`src/hdl/axi_rand_consts.svh`:
```
`ifndef AXI_RAND_CONSTS_SVH
`define AXI_RAND_CONSTS_SVH

// bus widths
`define AXI_ADDR_W 16
`define AXI_DATA_W 32
`define AXI_STRB_W 4
`define AXI_ID_W 4

// memory geometry, one word per offset
`define MEM_WORDS 16
`define MEM_OFS_W 4
`define ADDR_BASE 16'hca00 // only the bits above the word offset are compared

`define PROB_W 8
`define FIFO_DEPTH 4
`define IDLE_TIMEOUT 3 // cycles of quiet before o_idle

// xoroshiro start state, must not be all zero
`define PRNG_SEED0 64'h9e37_79b9_7f4a_7c15
`define PRNG_SEED1 64'hbf58_476d_1ce4_e5b9

`endif

```
`src/hdl/axi_rand_pkg.sv`:
```
`default_nettype none

`include "axi_rand_consts.svh"

package axi_rand_pkg;

  // EXOKAY left out on purpose, AXI4-lite has no exclusive access
  typedef enum logic [1:0] {
    OKAY   = 2'b00,
    SLVERR = 2'b10,
    DECERR = 2'b11
  } axi_resp_e;

  typedef struct packed {
    logic [`AXI_ID_W-1:0]  id;
    logic [`MEM_OFS_W-1:0] ofs;
    logic                  decerr; // decoded when AW is accepted
  } aw_req_t;

  typedef struct packed {
    logic [`AXI_DATA_W-1:0] data;
    logic [`AXI_STRB_W-1:0] strb;
  } w_beat_t;

  typedef struct packed {
    logic [`AXI_ID_W-1:0] id;
    axi_resp_e            resp;
  } b_rsp_t;

  typedef struct packed {
    logic [`AXI_ID_W-1:0]   id;
    axi_resp_e              resp;
    logic [`AXI_DATA_W-1:0] data;
  } r_rsp_t;

  // thresholds, 0 never fires
  typedef struct packed {
    logic [`PROB_W-1:0] aw_stall;
    logic [`PROB_W-1:0] w_stall;
    logic [`PROB_W-1:0] b_stall;
    logic [`PROB_W-1:0] ar_stall;
    logic [`PROB_W-1:0] r_stall;
    logic [`PROB_W-1:0] bresp_err;
    logic [`PROB_W-1:0] rresp_err;
    logic [`PROB_W-1:0] rdata_flip;
  } fault_prob_t;

  typedef struct packed {
    logic aw_stall;
    logic w_stall;
    logic b_stall;
    logic ar_stall;
    logic r_stall;
    logic bresp_err;
    logic rresp_err;
    logic rdata_flip;
    logic [$clog2(`AXI_DATA_W)-1:0] flip_pos; // bit to invert in read data
  } fault_do_t;

endpackage

`default_nettype wire

```
`src/hdl/prng_xoroshiro.sv`:
```
`default_nettype none

`include "axi_rand_consts.svh"

module prng_xoroshiro (
  input  logic        i_clk,
  input  logic        i_rst_n,
  output logic [63:0] o_result
);

  logic [63:0] s0_q;
  logic [63:0] s1_q;
  logic [63:0] s0_nxt;
  logic [63:0] s1_nxt;
  logic [63:0] mix;

  function automatic logic [63:0] rotl(input logic [63:0] v, input int unsigned k);
    return (v << k) | (v >> (64 - k));
  endfunction

  // xoroshiro128+ step with rotations 24/16/37
  always_comb begin
    mix    = s0_q ^ s1_q;
    s0_nxt = rotl(s0_q, 24) ^ mix ^ (mix << 16);
    s1_nxt = rotl(mix, 37);
  end

  // seeded while in reset so every run repeats
  always_ff @(posedge i_clk) begin
    if (!i_rst_n) begin
      s0_q <= `PRNG_SEED0;
      s1_q <= `PRNG_SEED1;
    end else begin
      s0_q <= s0_nxt;
      s1_q <= s1_nxt;
    end
  end

  assign o_result = s0_q + s1_q; // the "+" output

endmodule

`default_nettype wire

```
`src/hdl/sync_fifo.sv`:
```
`default_nettype none

module sync_fifo #(
  parameter int WIDTH = 8,
  parameter int DEPTH = 4
) (
  input  logic             i_clk,
  input  logic             i_rst_n,
  input  logic             i_push,
  input  logic             i_pop,
  input  logic [WIDTH-1:0] i_data,
  output logic [WIDTH-1:0] o_data,
  output logic             o_empty,
  output logic             o_full
);

  localparam int PTR_W = (DEPTH > 1) ? $clog2(DEPTH) : 1;
  localparam int CNT_W = $clog2(DEPTH + 1);

  logic [WIDTH-1:0] mem [DEPTH];
  logic [PTR_W-1:0] wr_ptr_q;
  logic [PTR_W-1:0] rd_ptr_q;
  logic [CNT_W-1:0] count_q;

  // wraps at DEPTH, depth need not be a power of two
  function automatic logic [PTR_W-1:0] ptr_inc(input logic [PTR_W-1:0] p);
    return (p == PTR_W'(DEPTH - 1)) ? '0 : p + 1'b1;
  endfunction

  always_ff @(posedge i_clk) begin
    if (i_push) mem[wr_ptr_q] <= i_data;
  end

  always_ff @(posedge i_clk) begin
    if (!i_rst_n) begin
      wr_ptr_q <= '0;
      rd_ptr_q <= '0;
      count_q  <= '0;
    end else begin
      if (i_push) wr_ptr_q <= ptr_inc(wr_ptr_q);
      if (i_pop)  rd_ptr_q <= ptr_inc(rd_ptr_q);
      if (i_push && !i_pop)      count_q <= count_q + 1'b1;
      else if (i_pop && !i_push) count_q <= count_q - 1'b1;
    end
  end

  assign o_data  = mem[rd_ptr_q]; // head, valid while not empty
  assign o_empty = (count_q == '0);
  assign o_full  = (count_q == CNT_W'(DEPTH));

  a_no_overflow: assert property (
    @(posedge i_clk) disable iff (!i_rst_n) i_push |-> !o_full
  );
  a_no_underflow: assert property (
    @(posedge i_clk) disable iff (!i_rst_n) i_pop |-> !o_empty
  );

endmodule

`default_nettype wire

```
`src/hdl/fault_dice.sv`:
```
`default_nettype none

`include "axi_rand_consts.svh"

module fault_dice (
  input  logic                     i_clk,
  input  logic                     i_rst_n,
  input  axi_rand_pkg::fault_prob_t i_prob,
  output axi_rand_pkg::fault_do_t   o_do
);

  import axi_rand_pkg::*;

  localparam int FLIP_W = $clog2(`AXI_DATA_W);

  logic [63:0]              rnd;
  logic [7:0][`PROB_W-1:0]  slice; // one random byte per fault kind
  logic [7:0]               zero_thr;
  logic [7:0]               fired;

  // one generator shared by all eight decisions
  prng_xoroshiro u_prng (
    .i_clk    (i_clk),
    .i_rst_n  (i_rst_n),
    .o_result (rnd)
  );

  assign slice = rnd[8*`PROB_W-1:0];

  // strict compare so a zero threshold can never win
  always_comb begin
    o_do.aw_stall   = i_prob.aw_stall   > slice[0];
    o_do.w_stall    = i_prob.w_stall    > slice[1];
    o_do.b_stall    = i_prob.b_stall    > slice[2];
    o_do.ar_stall   = i_prob.ar_stall   > slice[3];
    o_do.r_stall    = i_prob.r_stall    > slice[4];
    o_do.bresp_err  = i_prob.bresp_err  > slice[5];
    o_do.rresp_err  = i_prob.rresp_err  > slice[6];
    o_do.rdata_flip = i_prob.rdata_flip > slice[7];
    o_do.flip_pos   = slice[7][FLIP_W-1:0]; // low bits of the flip byte
  end

  assign fired = {o_do.aw_stall, o_do.w_stall, o_do.b_stall, o_do.ar_stall,
                  o_do.r_stall, o_do.bresp_err, o_do.rresp_err, o_do.rdata_flip};

  assign zero_thr = {i_prob.aw_stall == '0, i_prob.w_stall == '0,
                     i_prob.b_stall == '0, i_prob.ar_stall == '0,
                     i_prob.r_stall == '0, i_prob.bresp_err == '0,
                     i_prob.rresp_err == '0, i_prob.rdata_flip == '0};

  a_zero_never_fires: assert property (
    @(posedge i_clk) disable iff (!i_rst_n) (fired & zero_thr) == 8'd0
  );

endmodule

`default_nettype wire

```
`src/hdl/slave_mem.sv`:
```
`default_nettype none

`include "axi_rand_consts.svh"

module slave_mem (
  input  logic                             i_clk,
  input  logic                             i_wr_en,
  input  logic [`MEM_OFS_W-1:0]            i_wr_ofs,
  input  axi_rand_pkg::w_beat_t            i_wr_beat,
  input  logic [`AXI_ADDR_W-1:0]           i_rd_addr,
  input  logic                             i_flip,
  input  logic [$clog2(`AXI_DATA_W)-1:0]   i_flip_pos,
  output logic                             o_rd_decerr,
  output logic [`AXI_DATA_W-1:0]           o_rd_data
);

  import axi_rand_pkg::*;

  localparam int OFS_LO = $clog2(`AXI_STRB_W);   // byte lane bits
  localparam int OFS_HI = OFS_LO + `MEM_OFS_W - 1;
  localparam logic [`AXI_ADDR_W-1:0] BASE = `ADDR_BASE;

  // contents undefined until written
  logic [`AXI_DATA_W-1:0] mem [`MEM_WORDS];

  logic [`MEM_OFS_W-1:0]  rd_ofs;
  logic [`AXI_DATA_W-1:0] rd_word;

  always_ff @(posedge i_clk) begin
    if (i_wr_en) begin
      for (int b = 0; b < `AXI_STRB_W; b++) begin
        if (i_wr_beat.strb[b]) mem[i_wr_ofs][8*b +: 8] <= i_wr_beat.data[8*b +: 8];
      end
    end
  end

  assign rd_ofs  = i_rd_addr[OFS_HI:OFS_LO];
  assign rd_word = mem[rd_ofs];

  // upper address bits must hit the base window
  assign o_rd_decerr = (i_rd_addr[`AXI_ADDR_W-1:OFS_HI+1] != BASE[`AXI_ADDR_W-1:OFS_HI+1]);

  always_comb begin
    o_rd_data = rd_word;
    if (i_flip) o_rd_data[i_flip_pos] = ~rd_word[i_flip_pos]; // single bit upset
  end

endmodule

`default_nettype wire

```
`src/hdl/axi_rand_slave.sv`:
```
`default_nettype none

`include "axi_rand_consts.svh"

module axi_rand_slave (
  input  logic                      i_clk,
  input  logic                      i_rst_n,
  input  logic [`AXI_ID_W-1:0]      i_awid,
  input  logic [`AXI_ADDR_W-1:0]    i_awaddr,
  input  logic [2:0]                i_awprot, // accepted, not checked
  input  logic                      i_awvalid,
  output logic                      o_awready,
  input  logic [`AXI_DATA_W-1:0]    i_wdata,
  input  logic [`AXI_STRB_W-1:0]    i_wstrb,
  input  logic                      i_wvalid,
  output logic                      o_wready,
  output logic [`AXI_ID_W-1:0]      o_bid,
  output logic [1:0]                o_bresp,
  output logic                      o_bvalid,
  input  logic                      i_bready,
  input  logic [`AXI_ID_W-1:0]      i_arid,
  input  logic [`AXI_ADDR_W-1:0]    i_araddr,
  input  logic [2:0]                i_arprot, // accepted, not checked
  input  logic                      i_arvalid,
  output logic                      o_arready,
  output logic [`AXI_ID_W-1:0]      o_rid,
  output logic [1:0]                o_rresp,
  output logic [`AXI_DATA_W-1:0]    o_rdata,
  output logic                      o_rvalid,
  input  logic                      i_rready,
  input  axi_rand_pkg::fault_prob_t i_prob,
  output logic                      o_busy,
  output logic                      o_idle,
  output logic                      o_stall
);

  import axi_rand_pkg::*;

  localparam int OFS_LO = $clog2(`AXI_STRB_W);
  localparam int OFS_HI = OFS_LO + `MEM_OFS_W - 1;
  localparam int IDLE_W = $clog2(`IDLE_TIMEOUT + 1);
  localparam logic [`AXI_ADDR_W-1:0] BASE = `ADDR_BASE;

  fault_do_t dice;
  aw_req_t   aw_in, aw_head;
  w_beat_t   w_in, w_head;
  b_rsp_t    b_in, b_head;
  r_rsp_t    r_in, r_head;
  logic aw_push, aw_empty, aw_full;
  logic w_push, w_empty, w_full;
  logic b_pop, b_empty, b_full;
  logic ar_push, r_pop, r_empty, r_full;
  logic commit;
  logic rd_decerr;
  logic [`AXI_DATA_W-1:0] rd_data;
  logic ready_en_q; // readies held low until out of reset
  logic bkeep_q;
  logic rkeep_q;
  logic [IDLE_W-1:0] idle_cnt_q;

  fault_dice u_dice (.i_clk(i_clk), .i_rst_n(i_rst_n), .i_prob(i_prob), .o_do(dice));

  // request side
  assign o_awready = ready_en_q && !(dice.aw_stall || aw_full);
  assign o_wready  = ready_en_q && !(dice.w_stall || w_full);
  assign o_arready = ready_en_q && !(dice.ar_stall || r_full);
  assign aw_push   = i_awvalid && o_awready;
  assign w_push    = i_wvalid && o_wready;
  assign ar_push   = i_arvalid && o_arready;

  assign aw_in.id     = i_awid;
  assign aw_in.ofs    = i_awaddr[OFS_HI:OFS_LO];
  assign aw_in.decerr = (i_awaddr[`AXI_ADDR_W-1:OFS_HI+1] != BASE[`AXI_ADDR_W-1:OFS_HI+1]);
  assign w_in.data    = i_wdata;
  assign w_in.strb    = i_wstrb;

  sync_fifo #(.WIDTH($bits(aw_req_t)), .DEPTH(`FIFO_DEPTH)) u_aw_fifo (
    .i_clk(i_clk), .i_rst_n(i_rst_n), .i_push(aw_push), .i_pop(commit),
    .i_data(aw_in), .o_data(aw_head), .o_empty(aw_empty), .o_full(aw_full));
  sync_fifo #(.WIDTH($bits(w_beat_t)), .DEPTH(`FIFO_DEPTH)) u_w_fifo (
    .i_clk(i_clk), .i_rst_n(i_rst_n), .i_push(w_push), .i_pop(commit),
    .i_data(w_in), .o_data(w_head), .o_empty(w_empty), .o_full(w_full));

  // write engine pairs AW and W heads whenever B has room
  assign commit = !aw_empty && !w_empty && !b_full;

  always_comb begin
    b_in.id = aw_head.id;
    if (aw_head.decerr)      b_in.resp = DECERR;
    else if (dice.bresp_err) b_in.resp = SLVERR;
    else                     b_in.resp = OKAY;
  end

  slave_mem u_mem (
    .i_clk      (i_clk),
    .i_wr_en    (commit && !aw_head.decerr),
    .i_wr_ofs   (aw_head.ofs),
    .i_wr_beat  (w_head),
    .i_rd_addr  (i_araddr),
    .i_flip     (dice.rdata_flip),
    .i_flip_pos (dice.flip_pos),
    .o_rd_decerr(rd_decerr),
    .o_rd_data  (rd_data)
  );

  always_comb begin
    r_in.id   = i_arid;
    r_in.data = rd_data;
    if (rd_decerr)           r_in.resp = DECERR;
    else if (dice.rresp_err) r_in.resp = SLVERR;
    else                     r_in.resp = OKAY;
  end

  sync_fifo #(.WIDTH($bits(b_rsp_t)), .DEPTH(`FIFO_DEPTH)) u_b_fifo (
    .i_clk(i_clk), .i_rst_n(i_rst_n), .i_push(commit), .i_pop(b_pop),
    .i_data(b_in), .o_data(b_head), .o_empty(b_empty), .o_full(b_full));
  sync_fifo #(.WIDTH($bits(r_rsp_t)), .DEPTH(`FIFO_DEPTH)) u_r_fifo (
    .i_clk(i_clk), .i_rst_n(i_rst_n), .i_push(ar_push), .i_pop(r_pop),
    .i_data(r_in), .o_data(r_head), .o_empty(r_empty), .o_full(r_full));

  // response side, a raised valid ignores later stalls
  assign o_bvalid = !b_empty && (!dice.b_stall || bkeep_q);
  assign o_rvalid = !r_empty && (!dice.r_stall || rkeep_q);
  assign b_pop    = o_bvalid && i_bready;
  assign r_pop    = o_rvalid && i_rready;
  assign o_bid    = b_head.id;
  assign o_bresp  = b_head.resp;
  assign o_rid    = r_head.id;
  assign o_rresp  = r_head.resp;
  assign o_rdata  = r_head.data;

  always_ff @(posedge i_clk) begin
    if (!i_rst_n) begin
      ready_en_q <= 1'b0;
      bkeep_q    <= 1'b0;
      rkeep_q    <= 1'b0;
      idle_cnt_q <= '0;
    end else begin
      ready_en_q <= 1'b1;
      bkeep_q    <= o_bvalid && !i_bready; // set on refused beat, clear on handshake
      rkeep_q    <= o_rvalid && !i_rready;
      if (o_busy)                idle_cnt_q <= IDLE_W'(`IDLE_TIMEOUT);
      else if (idle_cnt_q != '0) idle_cnt_q <= idle_cnt_q - 1'b1;
    end
  end

  assign o_busy  = !aw_empty || !w_empty || !b_empty || !r_empty;
  assign o_idle  = !o_busy && (idle_cnt_q == '0);
  assign o_stall = (!b_empty && dice.b_stall && !bkeep_q) ||
                   (!r_empty && dice.r_stall && !rkeep_q);

  a_bvalid_hold: assert property (
    @(posedge i_clk) disable iff (!i_rst_n)
    o_bvalid && !i_bready |=> o_bvalid && $stable(o_bid) && $stable(o_bresp)
  );
  a_rvalid_hold: assert property (
    @(posedge i_clk) disable iff (!i_rst_n)
    o_rvalid && !i_rready |=> o_rvalid && $stable(o_rid) && $stable(o_rdata)
  );

endmodule

`default_nettype wire

```
`config.mk`:
```
export PLATFORM = sky130hd
export DESIGN_NAME = axi_rand_slave
export DESIGN_NICKNAME = d
export VERILOG_FILES = /design/src/hdl/axi_rand_pkg.sv /design/src/hdl/prng_xoroshiro.sv /design/src/hdl/sync_fifo.sv /design/src/hdl/fault_dice.sv /design/src/hdl/slave_mem.sv /design/src/hdl/axi_rand_slave.sv
export VERILOG_INCLUDE_DIRS = /design/src /design/src/hdl
export SDC_FILE = /design/constraint.sdc
export NUM_CORES = 1
export LEC_CHECK = 0
export ABC_AREA = 1
export ABC_CLOCK_PERIOD_IN_PS = 5900
export BUFFER_PORTS_ARGS = -buffer_cell sky130_fd_sc_hd__buf_2
export CELL_PAD_IN_SITES_DETAIL_PLACEMENT = 0
export CELL_PAD_IN_SITES_GLOBAL_PLACEMENT = 1
export CORE_AREA = 3 3 311 313
export CTS_CLUSTER_SIZE = 16
export DETAILED_ROUTE_END_ITERATION = 8
export DIE_AREA = 0 0 314 316
export GPL_ROUTABILITY_DRIVEN = 0
export HOLD_SLACK_MARGIN = 0.15
export MAX_ROUTING_LAYER = met4
export PLACE_DENSITY_LB_ADDON = 0.1
export SLEW_MARGIN = 10
export SYNTH_ARGS = -nofsm -noshare
export SYNTH_HDL_FRONTEND = slang
export SYNTH_SLANG_ARGS = --single-unit
```
`constraint.sdc`:
```
create_clock -name i_clk -period 5.9 [get_ports i_clk]
set_input_delay 0.885 -clock i_clk [delete_from_list [all_inputs] [get_ports i_clk]]
set_output_delay 0.885 -clock i_clk [all_outputs]
set_load 0.05 [all_outputs]
```
==> results of run 1 <==
cell usage in the layout (no fill, tap or decap), drive strengths merged, types with 3 or more instances in the layout:
cell	count
o221ai	89
o311ai	3
nand2	524
o21a	3
a221oi	3
buf	275
clkbuf	140
xnor2	49
o22ai	122
clkinvlp	7
bufinv	8
edfxtp	868
clkinv	52
a211oi	7
o21bai	15
fa	5
nand4	3
dfxtp	169
nor3	27
nor2	689
nand3	93
nor4	7
o211ai	44
or2	26
a31oi	10
a21boi	4
a32oi	5
inv	269
xor2	69
diode	3
ha	152
o21ai	598
a21o	19
a21oi	156
timing repair:
action / in CTS / in global routing
pin swaps: 1 / 1
cloned: 0 / 0
gates resized for setup: 4 / 9
endpoints found under the setup margin: 2 / 3
area by class of cell:
| type | instances | area share |
|---|---|---|
| sequential | 1037 | 0.560 |
| multi-input combinational | 2739 | 0.290 |
| antenna | 3 | 0.000143 |
| tap | 1265 | 0.0301 |
| clock buffer | 140 | 0.0564 |
| clock inverter | 64 | 0.0113 |
| inverter | 272 | 0.0195 |
| timing repair buffer | 275 | 0.0327 |
path summary, 6_finish.rpt:
check / start / to
min: i_bready / bkeep_q
max reg2reg: u_dice.u_prng.s0_q[18] / u_r_fifo.mem[1][2]
min reg2reg: u_dice.u_prng.s0_q[42] / u_dice.u_prng.s0_q[2]
max: u_dice.u_prng.s0_q[2] / o_stall
cells by family after synthesis:
logic type / after synthesis
and+or+nand+nor: 1375
xor gates and xnor gates: 118
AOI/OAI and AO/OA: 1089
buffers and inverters: 507
DFF: 1037
adders and majority gates: 157
registers in the layout (all words and copies together) (netlist names), 3 cells and up, named ones only:
register	count
u_w_fifo.count_q	3
u_dice.u_prng.s0_q	64
u_r_fifo.mem	152
u_b_fifo.count_q	3
u_aw_fifo.mem	36
u_w_fifo.mem	144
u_r_fifo.count_q	3
u_mem.mem	512
u_b_fifo.mem	24
u_dice.u_prng.s1_q	64
u_aw_fifo.count_q	3
worst max-delay path, delay by kind of cell, from the launching register on:
family                   cells  cell delay (ps)
flip-flops                   1              330
AO/OA/AOI/OAI                8             1320
XOR/XNOR                     1              140
AND/OR/NAND/NOR             11             1040
adder cells (fa/ha/maj)      2              730
buffers and inverters        2              410
routing by layer:
layer / up-vias / GRT usage
met5: - / -
met3: 183 / 0.0385
met2: 965 / 0.412
met4: 0 / 0.0575
li1: 15500 / -
met1: 15800 / 0.373
through the flow:
| step | setup WS, ps | cells | hold slack, ps | TNS (ps) | utilization |
|---|---|---|---|---|---|
| global placement | 557 | 5588 | 470 | 0 | 0.518 |
| floorplan | 314 | 4283 | 440 | 0 | - |
| CTS | 86.8 | 5792 | 338 | 0 | 0.556 |
| detailed placement | 535 | 5588 | 477 | 0 | 0.518 |
| finish | 324 | 5795 | 394 | 0 | 0.556 |
| global route | -8.90 | 5795 | 363 | -8.90 | 0.556 |
where the power goes:
| part | switching [uW] | internal, uW |
|---|---|---|
| logic | 11500 | 4460 |
| clock network | 2840 | 3910 |
| registers | 462 | 9880 |
| total | 14800 | 18300 |
==> results.py, run 1 <==
metrics = {
    "clocking": {
        "cts_buffers": 108,
        "cts_tree": "built",
        "root_buffer": "clkbuf_16",
        "ctsHoldBuffers": 0,
        "clkLatencyLatePin_ps": 700,
        "htreeDepth": 3,
        "clk_pin_slew_ps": 60,
        "clock_sinks": 1037,
        "cts_buffer_depth": 3,
        "cts_setup_buffers": 0,
    },
    "setup_path": {
        "crit_arrival_ps": 4690,
        "rrSetupSlack_ps": 750,
        "cp_common_cell": "nand2_1",
        "cp_slowest_cell": "ha_1",
        "crit_chain": "ha_1 > a21oi_1 > nand2_1 > nand2_1 > o211ai_2 > nand2_1 > nand2_1 > a21boi_2 > o21ai_1 > nand2_1 > nand2_1 > nand2_1 > nand2_1 > nand2_1 > nand2_1 > xnor2_1 > ha_1 > nand2_1 > o21ai_0 > a21oi_1 > a311o_1 > buf_4 > o22ai_1 > buf_4",
        "worstPathRequired_ps": 5020,
        "critPathLaunchType": "flip-flop",
        "slowest_delay_ps": 410,
        "reg2reg_depth": 18,
        "crit_fanout": 7,
        "critPathKind": "reg -> out",
        "setup.worst_path.end_class": "output port",
    },
    "floorplanning": {
        "io_pins": 205,
        "core_mm2": 0.0946,
        "die_h_um": 316,
        "fp-row-count": 113,
        "dieArea_mm2": 0.0992,
        "start_util": 0.495,
        "dieWidth_um": 314,
    },
    "timing": {
        "clock_skew_ps": 50.6,
        "tightest_slew_ps": 1220,
        "rsz0062_at_grt": "yes",
        "post-route-period-util": 0.945,
        "max_freq_mhz": 179,
        "drv_slew": 0,
        "setup_violations": 0,
        "fin_crit_ps": 5580,
        "hold_viol": 0,
        "relSlewSlack": 0.187,
    },
    "synth": {
        "seq_area_frac_synth": 0.629,
        "synth_simple_gate_area_share": 0.121,
        "synth_warnings": 0,
        "synth_edf_count": 868,
        "syn_area_per_cell_um2": 10.9,
        "synth_commonest_cells": "edfxtp_1, nor2_1, o21ai_0, nand2_1, inv_1",
        "ys_ff_latch": 1037,
        "synth_top_family_by_area": "compound AO/OA/AOI/OAI gates",
        "synth_most_common_cell": "edfxtp_1",
        "synth_top_area_frac": 0.557,
        "yosys_most_used_dff": "edfxtp_1",
        "synth_compound_area_frac": 0.137,
        "async_flop_share": 0,
        "syn_area_mm2": 0.0468,
        "synthDistinctLibCells": 62,
        "synth-xor-area-share": 0.0221,
        "yosys-top-cells-area": "edfxtp_1, dfxtp_1, nor2_1",
        "synth_mux_area_frac": 0,
        "syn_nets": 4593,
        "yosysTopAreaCell": "edfxtp_1",
        "synthCells": 4283,
        "synthAdderAreaFrac": 0.0428,
    },
    "layout": {
        "regArea_mm2": 0.0295,
        "multi_input_area_mm2": 0.0153,
        "fill_cells": 8172,
        "final_area_mm2": 0.0526,
        "nNetsFinal": 4743,
        "synthToLayoutAreaGrowth_pct": 12.3,
        "drive_gt1_frac": 0.140,
    },
    "detailed_routing": {
        "dr_wl_met3_um": 7750,
        "route.detailed.drc": 0,
        "wl_met1_um": 58700,
        "drt-total-wl_um": 129000,
        "wl_per_cell_um": 22.3,
        "ant_nets": 0,
        "viasPerCell": 5.60,
        "vias": 32400,
        "drtIter0Drc": 2897,
        "firstDrtPassIters": 5,
        "top_layer": "met4",
        "met2_length_um": 59800,
    },
    "power_and_ir_drop": {
        "finalPower_uw": 33100,
        "p_leak_uw": 0.0193,
        "irDropWorstVdd_mv": 0.317,
        "power_density_mw_per_mm2": 629,
    },
    "job": {
        "cap_violations": 0,
    },
    "min_path": {
        "hold_class": "in -> reg",
        "hold_path_depth": 2,
    },
    "outcome": {
        "status": "completed",
    },
    "global_route": {
        "grt_pass1_vias": 30400,
        "grt_max_degree": 132,
        "gr-total-overflow": 0,
        "antenna_found_initial": 6,
        "gr-usage-all-layers": 0.265,
        "grt_pass1_wl_um": 192000,
    },
    "placed_design": {
        "port_buffers": 194,
        "hpwl_um": 87300,
        "placed_cell_area_mm2": 0.0490,
    },
}
Power figures use the tool's default switching activity.
==> inputs of run 2 (changes only) <==
--- a/config.mk
+++ b/config.mk
@@ -7,14 +7,13 @@
 export NUM_CORES = 1
 export LEC_CHECK = 0
 export ABC_AREA = 1
-export ABC_CLOCK_PERIOD_IN_PS = 5900
 export BUFFER_PORTS_ARGS = -buffer_cell sky130_fd_sc_hd__buf_2
 export CELL_PAD_IN_SITES_DETAIL_PLACEMENT = 0
 export CELL_PAD_IN_SITES_GLOBAL_PLACEMENT = 1
-export CORE_AREA = 3 3 311 313
+export CORE_AREA = 3 3 327 329
 export CTS_CLUSTER_SIZE = 16
 export DETAILED_ROUTE_END_ITERATION = 8
-export DIE_AREA = 0 0 314 316
+export DIE_AREA = 0 0 330 332
 export GPL_ROUTABILITY_DRIVEN = 0
 export HOLD_SLACK_MARGIN = 0.15
 export MAX_ROUTING_LAYER = met4
==> constraint.sdc (replaced) <==
create_clock -name i_clk -period 4.66 [get_ports i_clk]
set_input_delay 0.699 -clock i_clk [delete_from_list [all_inputs] [get_ports i_clk]]
set_output_delay 0.699 -clock i_clk [all_outputs]
set_load 0.05 [all_outputs]
==> run 2 against run 1 <==
  * The run now ends with setup timing left
  * Via count increased by 1.8%
  * Clock power increased by 24%
  * Clock-buffer cell count down 1
  * Clock skew fell by 12 ps
  * Sequential power grew 28%
  * Register-to-register slack worse by 600 ps
  * Worst hold slack worse by 180 ps
  * Non-clock buffer count rose by 237
  * Largest power group unchanged
==> results.py, run 2 (synthesis results as in run 1) <==
metrics = {
    "power_and_ir_drop": {
        "irDropWorstVdd_mv": 0.565,
        "seqPwrFrac": 0.296,
        "p_sw_uw": 19500,
        "power_density_mw_per_mm2": 811,
        "p_leak_uw": 0.0205,
        "p_sw_frac": 0.439,
        "comb_power_share": 0.517,
        "finalPower_uw": 44500,
        "clkPwrFrac": 0.187,
        "p_int_uw": 25000,
    },
    "layout": {
        "drive_gt1_frac": 0.192,
        "mostFrequentLayoutCell": "edfxtp_1",
        "largest_register": "u_mem.mem",
        "final_cell_mix": "edfxtp_1, nor2_1, o21ai_0",
        "biggestRegsByFlops": "u_mem.mem x512, u_r_fifo.mem x152, u_w_fifo.mem x144",
        "nNetsFinal": 4978,
        "largest_reg_flops": 512,
        "synthToLayoutAreaGrowth_pct": 17.3,
    },
    "floorplanning": {
        "dieArea_mm2": 0.110,
        "core_mm2": 0.104,
        "dieWidth_um": 330,
        "start_util": 0.451,
        "die_h_um": 332,
        "io_pins": 205,
        "fp-row-count": 118,
    },
    "global_route": {
        "antenna_found_initial": 2,
        "grt_max_degree": 105,
        "grt_pass1_vias": 31000,
        "gr-usage-all-layers": 0.245,
        "gr-total-overflow": 0,
        "grt_pass1_wl_um": 196000,
    },
    "setup_path": {
        "critPathKind": "reg -> out",
        "crit_arrival_ps": 4170,
        "crit_fanout": 7,
        "reg2reg_depth": 37,
        "setup.worst_path.end_class": "output port",
        "critPathLaunchType": "flip-flop",
        "worstPathRequired_ps": 3960,
        "r2r-start": "u_dice.u_prng.s0_q[0]",
        "rr_endpoint": "u_aw_fifo.count_q[2]",
        "rrSetupSlack_ps": 150,
    },
    "clocking": {
        "root_buffer": "clkbuf_16",
        "clock_sinks": 1037,
        "clk_pin_slew_ps": 60,
        "cts_tree": "built",
        "htreeDepth": 3,
        "cts_buffers": 106,
        "cts_buffer_depth": 3,
        "clkLatencyLatePin_ps": 700,
    },
    "min_path": {
        "hold_end": "u_w_fifo.mem[0][8]",
        "hold_path_depth": 1,
        "hold_class": "in -> reg",
        "hold_start": "i_wdata[4]",
    },
    "timing": {
        "hold_viol": 0,
        "tightest_slew_ps": 1190,
        "drv_slew": 0,
        "clock_skew_ps": 38.5,
        "max_freq_mhz": 206,
        "relSlewSlack": 0.206,
        "fin_crit_ps": 4870,
        "setup_violations": 4,
        "rsz0062_at_grt": "yes",
        "post-route-period-util": 1.04,
        "setup_ws_ps": -205,
        "hold_ws_ps": 213,
    },
    "placed_design": {
        "hpwl_um": 93900,
        "port_buffers": 194,
        "pre_cts_slack_ps": -213,
    },
    "detailed_routing": {
        "wl_per_cell_um": 21.7,
        "vias": 33000,
        "route.detailed.drc": 0,
        "firstDrtPassIters": 5,
        "drt-total-wl_um": 133000,
        "viasPerCell": 5.38,
        "ant_nets": 0,
        "drtIter0Drc": 2666,
    },
    "outcome": {
        "violations": "setup timing",
        "status": "finished with violations",
    },
    "job": {
        "cap_violations": 0,
    },
}
==> run 2: changes by cell type in the layout (fill, tap and decap cells not counted), sizes merged <==
cell	change
buf	+237
diode	-2
bufinv	+1
clkinv	+3
clkbuf	-1
inv	-1
clkinvlp	-6
==> run 2: worst max-delay path by stage <==
stage | slack, ps | startpoint | end
floorplan | -390 | u_dice.u_prng.s0_q[0] | u_w_fifo.mem[0][0]
global placement | -230 | u_dice.u_prng.s0_q[0] | u_r_fifo.count_q[2]
detailed placement | -210 | u_dice.u_prng.s0_q[0] | u_r_fifo.count_q[2]
CTS | -450 | u_dice.u_prng.s0_q[0] | o_stall
global route | -440 | u_dice.u_prng.s0_q[0] | o_stall
finish | -210 | u_dice.u_prng.s0_q[12] | o_stall
==> run 2: timing repair <==
item	4_1_cts	5_1_grt
endpoints found under the setup margin	28	145
buffers inserted	17	10
pin swaps	25	29
hold buffers	0	0
gates cloned	0	0
gates resized for setup	57	71
==> run 2: layout make-up <==
class / count / area [um^2]
Inverter: 272 / 1030
Clock buffer: 139 / 2840
Clock inverter: 61 / 589
Antenna cell: 1 / 2.50
Tap cell: 1380 / 1730
Fill cell: 9207 / 48900
Multi-Input combinational cell: 2739 / 15600
Timing Repair Buffer: 512 / 3700
Sequential cell: 1037 / 29500
==> run 2: critical path, stage by stage (launching register included) <==
cell and delay [ps]:
dfxtp_1 320, ha_1 310, buf_4 170, a21o_1 200, o21bai_1 170, nand2_1 70, nand2_1 70, nand2_1 90
nand3_2 160, a21oi_4 210, inv_1 60, a21oi_1 170, xor2_1 230, ha_1 280, a21oi_1 150, o21ai_1 80
a21oi_1 120, a311o_1 180, buf_6 160, o22ai_4 80, buf_12 200
==> run 2: through the flow <==
stage	util	std cells	area (um^2)	TNS, ps
floorplan	-	4283	46800	-99460
detailed placement	0.490	5915	50800	-416
global placement	0.490	5915	50800	-328
CTS	0.526	6130	54600	-1610
finish	0.529	6141	54900	-689
global route	0.529	6141	54900	-2480
==> run 2: power groups by stage <==
stage          registers (uW)  logic (uW)  clock network (uW)
5_1_grt                 13200       25200                8900
2_1_floorplan           13100       13700                   0
3_3_place_gp            13300       21700                   0
4_1_cts                 13100       22400                8550
6_report                13200       23000                8340
3_5_place_dp            13300       21800                   0
==> run 2: per-layer routing <==
layer  GRT usage  up-vias  wire, um
li1            -    16000         -
met1       0.341    16000     60400
met2       0.376      922     61400
met3      0.0424      156      8510
met4      0.0591        0      2730
met5           -        -         0
